<file path="src/logic/routerPkg.sv">
package routerPkg;

  localparam int NUM_PORTS = 5;
  localparam int PORT_BITS = 3;

  // Rotation order of the input ports
  localparam logic [PORT_BITS-1:0] PORT_L = 3'd0;
  localparam logic [PORT_BITS-1:0] PORT_N = 3'd1;
  localparam logic [PORT_BITS-1:0] PORT_E = 3'd2;
  localparam logic [PORT_BITS-1:0] PORT_W = 3'd3;
  localparam logic [PORT_BITS-1:0] PORT_S = 3'd4;

  localparam int FIFO_DEPTH = 8;
  localparam int FIFO_PTR_BITS = $clog2(FIFO_DEPTH);
  localparam int FIFO_CNT_BITS = $clog2(FIFO_DEPTH + 1);

  localparam int DATA_BITS = 16;
  localparam int LEN_BITS = 12; // Packet length in flits, header included

  localparam logic [2:0] FLIT_HEAD = 3'd1;
  localparam logic [2:0] FLIT_BODY = 3'd2;
  localparam logic [2:0] FLIT_TAIL = 3'd4;

  typedef struct packed {
    logic [2:0]           flitId;
    logic [DATA_BITS-1:0] data;
  } flitT;

  typedef logic [NUM_PORTS-1:0] grantT; // One-hot, zero when idle

endpackage

</file>
<file path="src/logic/flitHeadIf.sv">
`timescale 1ns/1ps

// Head of one input FIFO as seen by the arbiter and the switch
interface flitHeadIf import routerPkg::*; ();

  logic notEmpty;
  flitT head; // All zero while the FIFO is empty
  logic pop;

  modport bufSide (
    output notEmpty,
    output head,
    input  pop
  );

  modport arbSide (
    input  notEmpty,
    input  head,
    output pop
  );

  modport muxSide (input head);

endinterface

</file>
<file path="src/logic/flitFifo.sv">
`timescale 1ns/1ps

module flitFifo import routerPkg::*; (
  input  logic       clk,
  input  logic       rst,
  input  logic       inValid,
  input  flitT       inFlit,
  output logic       inFull,
  flitHeadIf.bufSide head
);

  flitT mem [FIFO_DEPTH];

  logic [FIFO_PTR_BITS-1:0] rdPtr;
  logic [FIFO_PTR_BITS-1:0] wrPtr;
  logic [FIFO_CNT_BITS-1:0] count;
  logic                     doWrite;
  logic                     doRead;

  assign doWrite = inValid;
  assign doRead = head.pop;

  assign inFull = (count == FIFO_CNT_BITS'(FIFO_DEPTH));
  assign head.notEmpty = (count != '0);
  assign head.head = head.notEmpty ? mem[rdPtr] : '0; // A zero flitId marks an empty head

  always_ff @(posedge clk)
  begin
    if (doWrite)
      mem[wrPtr] <= inFlit;
  end

  always_ff @(posedge clk)
  begin
    if (rst)
    begin
      rdPtr <= '0;
      wrPtr <= '0;
      count <= '0;
    end
    else
    begin
      if (doWrite)
        wrPtr <= (wrPtr == FIFO_PTR_BITS'(FIFO_DEPTH - 1)) ? '0 : wrPtr + 1'b1;
      if (doRead)
        rdPtr <= (rdPtr == FIFO_PTR_BITS'(FIFO_DEPTH - 1)) ? '0 : rdPtr + 1'b1;
      case ({doWrite, doRead})
        2'b10:   count <= count + 1'b1;
        2'b01:   count <= count - 1'b1;
        default: count <= count;
      endcase
    end
  end

  // Upstream link must respect the full level
  assert property (@(posedge clk) disable iff (rst) inValid |-> !inFull)
    else $error("flitFifo write while full");

  // The arbiter may only pop a flit that is there
  assert property (@(posedge clk) disable iff (rst) head.pop |-> head.notEmpty)
    else $error("flitFifo pop while empty");

endmodule

</file>
<file path="src/logic/wormholeArbiter.sv">
`timescale 1ns/1ps

module wormholeArbiter import routerPkg::*; (
  input  logic       clk,
  input  logic       rst,
  input  logic       slotFree,
  flitHeadIf.arbSide heads [NUM_PORTS],
  output grantT      grant
);

  logic [NUM_PORTS-1:0] notEmpty;
  logic [NUM_PORTS-1:0] pop;
  logic [NUM_PORTS-1:0] done;   // Forward that ends the packet
  logic [NUM_PORTS-1:0] active; // Header forwarded, tail still to come
  logic [PORT_BITS-1:0] lastPort;
  logic [PORT_BITS-1:0] grantIdx;
  logic [PORT_BITS-1:0] base;
  logic                 keep;
  grantT                nextGrant;

  for (genvar k = 0; k < NUM_PORTS; k++)
  begin : gPort
    logic                isHead;
    logic                busy;
    logic [LEN_BITS-1:0] count;
    logic [LEN_BITS-1:0] limit;
    logic [LEN_BITS-1:0] newCount;
    logic [LEN_BITS-1:0] target;

    assign notEmpty[k] = heads[k].notEmpty;
    assign isHead = (heads[k].head.flitId == FLIT_HEAD);

    // A forward is a pop
    assign pop[k] = grant[k] && notEmpty[k] && slotFree;
    assign heads[k].pop = pop[k];

    assign newCount = isHead ? LEN_BITS'(1) : count + 1'b1;
    assign target = isHead ? heads[k].head.data[LEN_BITS-1:0] : limit;
    assign done[k] = pop[k] && (newCount >= target); // A zero length acts as one
    assign active[k] = busy;

    // Packet timer counts forwarded flits, not cycles
    always_ff @(posedge clk)
    begin
      if (rst)
      begin
        count <= '0;
        limit <= '0;
        busy <= 1'b0;
      end
      else if (pop[k])
      begin
        count <= newCount;
        busy <= !done[k];
        if (isHead)
          limit <= target;
      end
    end
  end

  always_comb
  begin
    grantIdx = '0;
    for (int i = 0; i < NUM_PORTS; i++)
    begin
      if (grant[i])
        grantIdx = PORT_BITS'(i);
    end
  end

  // Hold through the packet, even while the FIFO runs dry mid-packet
  assign keep = (|grant) && !(|done) && (|(grant & (active | notEmpty)));
  assign base = (|grant) ? grantIdx : lastPort;

  always_comb
  begin
    int idx;
    nextGrant = '0;
    // Walk from the farthest port to the nearest so the nearest one wins
    for (int i = NUM_PORTS; i >= 1; i--)
    begin
      idx = (int'(base) + i) % NUM_PORTS;
      if (notEmpty[idx])
        nextGrant = grantT'(1) << idx;
    end
    if (keep)
      nextGrant = grant;
  end

  always_ff @(posedge clk)
  begin
    if (rst)
    begin
      grant <= '0;
      lastPort <= PORT_S; // First search starts at Local
    end
    else
    begin
      grant <= nextGrant;
      if (|grant)
        lastPort <= grantIdx;
    end
  end

  assert property (@(posedge clk) disable iff (rst) $onehot0(grant))
    else $error("wormholeArbiter grant not one-hot");

  assert property (@(posedge clk) disable iff (rst) (pop & ~grant) == '0)
    else $error("wormholeArbiter pop to a port without grant");

endmodule

</file>
<file path="src/logic/switchOutput.sv">
`timescale 1ns/1ps

module switchOutput import routerPkg::*; (
  input  logic                 clk,
  input  logic                 rst,
  input  grantT                grant,
  flitHeadIf.muxSide           heads [NUM_PORTS],
  input  logic                 outReady,
  output logic                 slotFree,
  output logic                 outValid,
  output flitT                 outFlit,
  output logic [PORT_BITS-1:0] outSrc
);

  flitT                 headFlit [NUM_PORTS];
  flitT                 sel;
  logic [PORT_BITS-1:0] srcIdx;
  logic                 load;

  for (genvar k = 0; k < NUM_PORTS; k++)
  begin : gHead
    assign headFlit[k] = heads[k].head;
  end

  always_comb
  begin
    sel = '0;
    for (int i = 0; i < NUM_PORTS; i++)
    begin
      if (grant[i])
        sel = headFlit[i];
    end
  end

  always_comb
  begin
    case (grant)
      grantT'(1) << PORT_L: srcIdx = PORT_L;
      grantT'(1) << PORT_N: srcIdx = PORT_N;
      grantT'(1) << PORT_E: srcIdx = PORT_E;
      grantT'(1) << PORT_W: srcIdx = PORT_W;
      grantT'(1) << PORT_S: srcIdx = PORT_S;
      default:              srcIdx = '0;
    endcase
  end

  assign slotFree = !outValid || outReady;
  assign load = slotFree && (|grant) && (sel.flitId != '0); // Matches the arbiter pop

  always_ff @(posedge clk)
  begin
    if (rst)
      outValid <= 1'b0;
    else if (load)
      outValid <= 1'b1;
    else if (outReady)
      outValid <= 1'b0;
  end

  always_ff @(posedge clk)
  begin
    if (load)
    begin
      outFlit <= sel;
      outSrc <= srcIdx;
    end
  end

  // Stalled output holds its flit and source
  assert property (@(posedge clk) disable iff (rst)
      outValid && !outReady |=> outValid && $stable(outFlit) && $stable(outSrc))
    else $error("switchOutput changed while stalled");

endmodule

</file>
<file path="src/logic/routerOutPort.sv">
`timescale 1ns/1ps

module routerOutPort import routerPkg::*; (
  input  logic                 clk,
  input  logic                 rst,
  input  logic [NUM_PORTS-1:0] inValid,
  input  flitT                 inFlit [NUM_PORTS],
  output logic [NUM_PORTS-1:0] inFull,
  output logic                 outValid,
  output flitT                 outFlit,
  output logic [PORT_BITS-1:0] outSrc,
  input  logic                 outReady
);

  flitHeadIf headBus [NUM_PORTS] ();

  grantT grant;
  logic  slotFree;

  // One input buffer per port in the order L, N, E, W, S
  for (genvar k = 0; k < NUM_PORTS; k++)
  begin : gFifo
    flitFifo uFifo (
      .clk     (clk),
      .rst     (rst),
      .inValid (inValid[k]),
      .inFlit  (inFlit[k]),
      .inFull  (inFull[k]),
      .head    (headBus[k])
    );
  end

  wormholeArbiter uArbiter (
    .clk      (clk),
    .rst      (rst),
    .slotFree (slotFree),
    .heads    (headBus),
    .grant    (grant)
  );

  switchOutput uSwitch (
    .clk      (clk),
    .rst      (rst),
    .grant    (grant),
    .heads    (headBus),
    .outReady (outReady),
    .slotFree (slotFree),
    .outValid (outValid),
    .outFlit  (outFlit),
    .outSrc   (outSrc)
  );

endmodule

</file>
<file path="config.mk">
export PLATFORM = sky130hd
export DESIGN_NAME = routerOutPort
export DESIGN_NICKNAME = d
export VERILOG_FILES = /design/src/logic/routerPkg.sv /design/src/logic/flitHeadIf.sv /design/src/logic/flitFifo.sv /design/src/logic/wormholeArbiter.sv /design/src/logic/switchOutput.sv /design/src/logic/routerOutPort.sv
export SDC_FILE = /design/constraint.sdc
export NUM_CORES = 1
export LEC_CHECK = 0
export ABC_CLOCK_PERIOD_IN_PS = 10800
export BUFFER_PORTS_ARGS = -buffer_cell sky130_fd_sc_hd__buf_2
export CORE_UTILIZATION = 36
export CTS_BUF_LIST = sky130_fd_sc_hd__clkbuf_4 sky130_fd_sc_hd__clkbuf_8
export DETAILED_ROUTE_END_ITERATION = 8
export GPL_ROUTABILITY_DRIVEN = 0
export HOLD_SLACK_MARGIN = 0.06
export PLACE_DENSITY = 0.52
export SKIP_CTS_REPAIR_TIMING = 1
export SLEW_MARGIN = 40
export SYNTH_ARGS = -nofsm -noshare
export SYNTH_HDL_FRONTEND = slang
export SYNTH_SLANG_ARGS = --single-unit
</file>
<file path="constraint.sdc">
create_clock -name clk -period 10.8 [get_ports clk]
set_clock_uncertainty 0.15 [all_clocks]
set_input_delay 2.7 -clock clk [delete_from_list [all_inputs] [get_ports clk]]
set_output_delay 2.7 -clock clk [all_outputs]
set_load 0.1 [all_outputs]
</file>
==> impl_results.md <==
* # H-tree levels at 4
* Share of layout cells above drive strength 1 at 22.45%
* Pre-CTS setup slack at 4.176 ns
* RR Endpoint: uArbiter.grant[2]
* Worst slew pin tran at 0.8333 ns
* CP max stage delay at about 0.52 ns
* Crit path kind: flip-flop to flip-flop
* Max Root-Sink Buffers at 3
* Critical-path cell list: or3b_1 > a21oi_2 > inv_1 > ha_1 > and2_1 > a31oi_1 > nand2_1 > inv_2 > ha_1 > nor2_1 > a21oi_2 > xnor2_1 > ha_1 > inv_1 > o21ai_0 > a31oi_1 > o32a_1 > nor2_1 > a22oi_1 > or3_1 > nand2_1 > nor3_2 > o32a_1
* Post-layout instance area at 49430 sq um
* Gr usage total at 17.57%
* Fin. max-slew vios at 0
* Root buf cell: clkbuf_8
* Syn Area/Cell at 14.19 sq um
* Hold Slack at just over 0.3 ns
* # rows at 126
* Final WS setup at ~4.4 ns
* Fin crit period at 6.363 ns
* Clock sink total at slightly below 1000
* Cell area after synthesis at 43170 sq um
* RSZ-0062 raised after global routing: no
* Worst skew pair latency at 0.88 ns
* DP Wirelength at 67.38 mm
* Core area at 118400 sq um
* VDD IR max at 0.0002009 V
* Status: finished clean
* Port bufs at 130
* Min-delay worst type: flip-flop to flip-flop
* Setup TNS at 0 ns
* Fmax at 157.2 MHz
* Synth top area cells: edfxtp_1, mux4_2, dfxtp_1
* Chip Width at 348.3 microns
* Synth area leader: edfxtp_1
* Most common cell after layout, fill and taps aside: edfxtp_1
* Startpoint Class: flip-flop
* Pre-antenna DRT Iters at 5
* Mean routed wirelength per cell at 21.17 microns
* Ys flop type: edfxtp_1
* Area growth syn-to-layout at 14.50%
* Number of synthesized flops with an enable pin at approximately 800
* Clock-pin transition on the worst setup and hold timing paths at 0.06 ns
* Max stage delay cell, worst path: or3b_1
* Worst R2R Start: uArbiter.grant[0]
* End point of the critical path: uArbiter.grant[2]
* Reg2reg path depth at 23
* Largest net degree at the start of global routing at 73
* Reg-to-reg slack, setup at 4.44 ns
* CP most frequent cell: ha_1
* Power Dens Cells at 219.7 nW/um^2
* Die Area at 121300 sq um
* Synth warnings at 0
* Vert. Die Dim at 348.3 microns
* Synth cell types at 78
* Initial antenna violation count at 12
* Final worst path period share at 58.92%
* Critical path endpoint category: flip-flop
* Worst EP required at 11.39 ns
* P_leak at about 0.016 uW
* WHS Path Cells at 2
* Reg area at 27480 sq um
* Boundary pin count at 131
* Total gr overflow at 0
* Net Count, Synth at 3281
* First-pass GRT wire length at 160.7 mm
* Post-route DRC at 0
* Overall Power at 10860 uW
* WL final at 106.1 mm
* Endpoints failing hold at 0
* Num CTS Buffers at ~170
* Nets at 3510
* Critical path peak fanout at 13
* Async SR Flop Fraction at 0%
* Starting Density at 36.46%
* Via density at 5.125
* Critical Path AT at 6.95 ns
* Area of the multi-input gates at 15070 sq um
* Slew HR at 44.31%
* Post-synthesis sequential area ratio at between 60% and 70%
* Post-synth top area share at 54.40%
* Vias in the first global route at 25741
* Most frequent cells in the layout: edfxtp_1, nand2_1, nor2_1
* DR vias at 25683
* Syn Inst Count at 3043
* Routed Antenna Nets at 0
* Fillers at ~11000
* Final setup fails at 0
* Number of synthesized register bits at 981
* Worst Setup SP: uArbiter.grant[0]
* Post-DP Area at roughly 46000 sq um
* Iteration-0 DRC Markers at approximately 1700
* Max_cap viols at 0
* CTS tree: done
==> area by class of cell <==
class	instances	area share (%)
Multi-Input combinational cell	1853	30.48
Inverter	58	0.4405
Timing Repair Buffer	211	2.597
Tap cell	1600	4.050
Clock buffer	240	5.873
Clock inverter	65	0.9467
Antenna cell	3	0.01519
Sequential cell	981	55.60
==> critical path: cells and delay by family (launching register included) <==
kind / cells / cell delay, ns
flip-flops: 1 / 0.50
buffers and inverters: 3 / 0.52
adder cells (fa/ha/maj): 3 / 0.84
XOR/XNOR: 1 / 0.34
AO/OA/AOI/OAI: 8 / 2.08
AND/OR/NAND/NOR: 8 / 1.81
==> cell families (layout without fill, tap and decap cells) <==
family / Yosys count / after routing / synth area share (%)
simple gates: 839 / 839 / 8.556
xor+xnor: 75 / 75 / 1.522
fa+ha+maj: 135 / 135 / 4.000
flops: 981 / 981 / 63.63
mux: 366 / 366 / 14.15
buf+inv: 209 / 574 / 1.948
compound gates: 438 / 438 / 6.200
other cells: 0 / 3 / 0
==> per-stage QoR <==
| step | instances | util, % |
|---|---|---|
| finish | 5011 | 41.75 |
| global route | 5009 | 41.74 |
| CTS | 5008 | 41.72 |
| detailed placement | 4703 | 38.88 |
| global placement | 4703 | 38.86 |
| floorplan | 3043 | - |
==> worst min-delay path by stage <==
stage / from / to / slack, ns
after CTS: uArbiter.gPort[0].limit[4] / uArbiter.gPort[0].limit[4] / 0.30
final: uArbiter.gPort[4].limit[7] / uArbiter.gPort[4].limit[7] / 0.30
after floorplan: uArbiter.gPort[0].limit[0] / uArbiter.gPort[0].limit[0] / 0.28
after global placement: uArbiter.gPort[4].limit[4] / uArbiter.gPort[4].limit[4] / 0.29
after detailed placement: uArbiter.gPort[3].limit[7] / uArbiter.gPort[3].limit[7] / 0.30
after global routing: uArbiter.gPort[3].limit[8] / uArbiter.gPort[3].limit[8] / 0.31
==> power by group <==
part	total [uW]	switching [uW]	internal, uW
sequential	4340	90.3	4250
clock	3340	1530	1820
combinational	3180	2170	1010
==> cell usage after synthesis (22+ instances only) <==
| cell | n |
|---|---|
| nor2b_1 | 22 |
| ha_1 | 130 |
| o21ai_0 | 73 |
| mux2i_1 | 162 |
| nor3_1 | 47 |
| buf_1 | 37 |
| a21oi_1 | 209 |
| nand2_1 | 328 |
| nor2_1 | 275 |
| nand3_1 | 52 |
| dfxtp_1 | 199 |
| clkbuf_1 | 96 |
| edfxtp_1 | 782 |
| xor2_1 | 40 |
| xnor2_1 | 35 |
| inv_1 | 51 |
| mux4_2 | 193 |
==> routing by layer <==
metal	global-route usage (%)	part of all wire, %
met2	28.06	47
met3	3.709	4.9
met4	5.556	2.3
met5	0	0.12
met1	23.91	46
==> state kept, by name, summed over array words and instances, names as in the netlist, named ones only <==
signal                cells
gFifo.uFifo.count        20
gFifo.uFifo.mem         760
gFifo.uFifo.rdPtr        15
gFifo.uFifo.wrPtr        15
uArbiter.gPort.busy       5
uArbiter.gPort.count     60
uArbiter.gPort.limit     60
uArbiter.grant            5
uArbiter.lastPort         3
uSwitch.outFlit          19
uSwitch.outSrc            3
uSwitch.outValid          1
(Power assumes the default switching activity.)
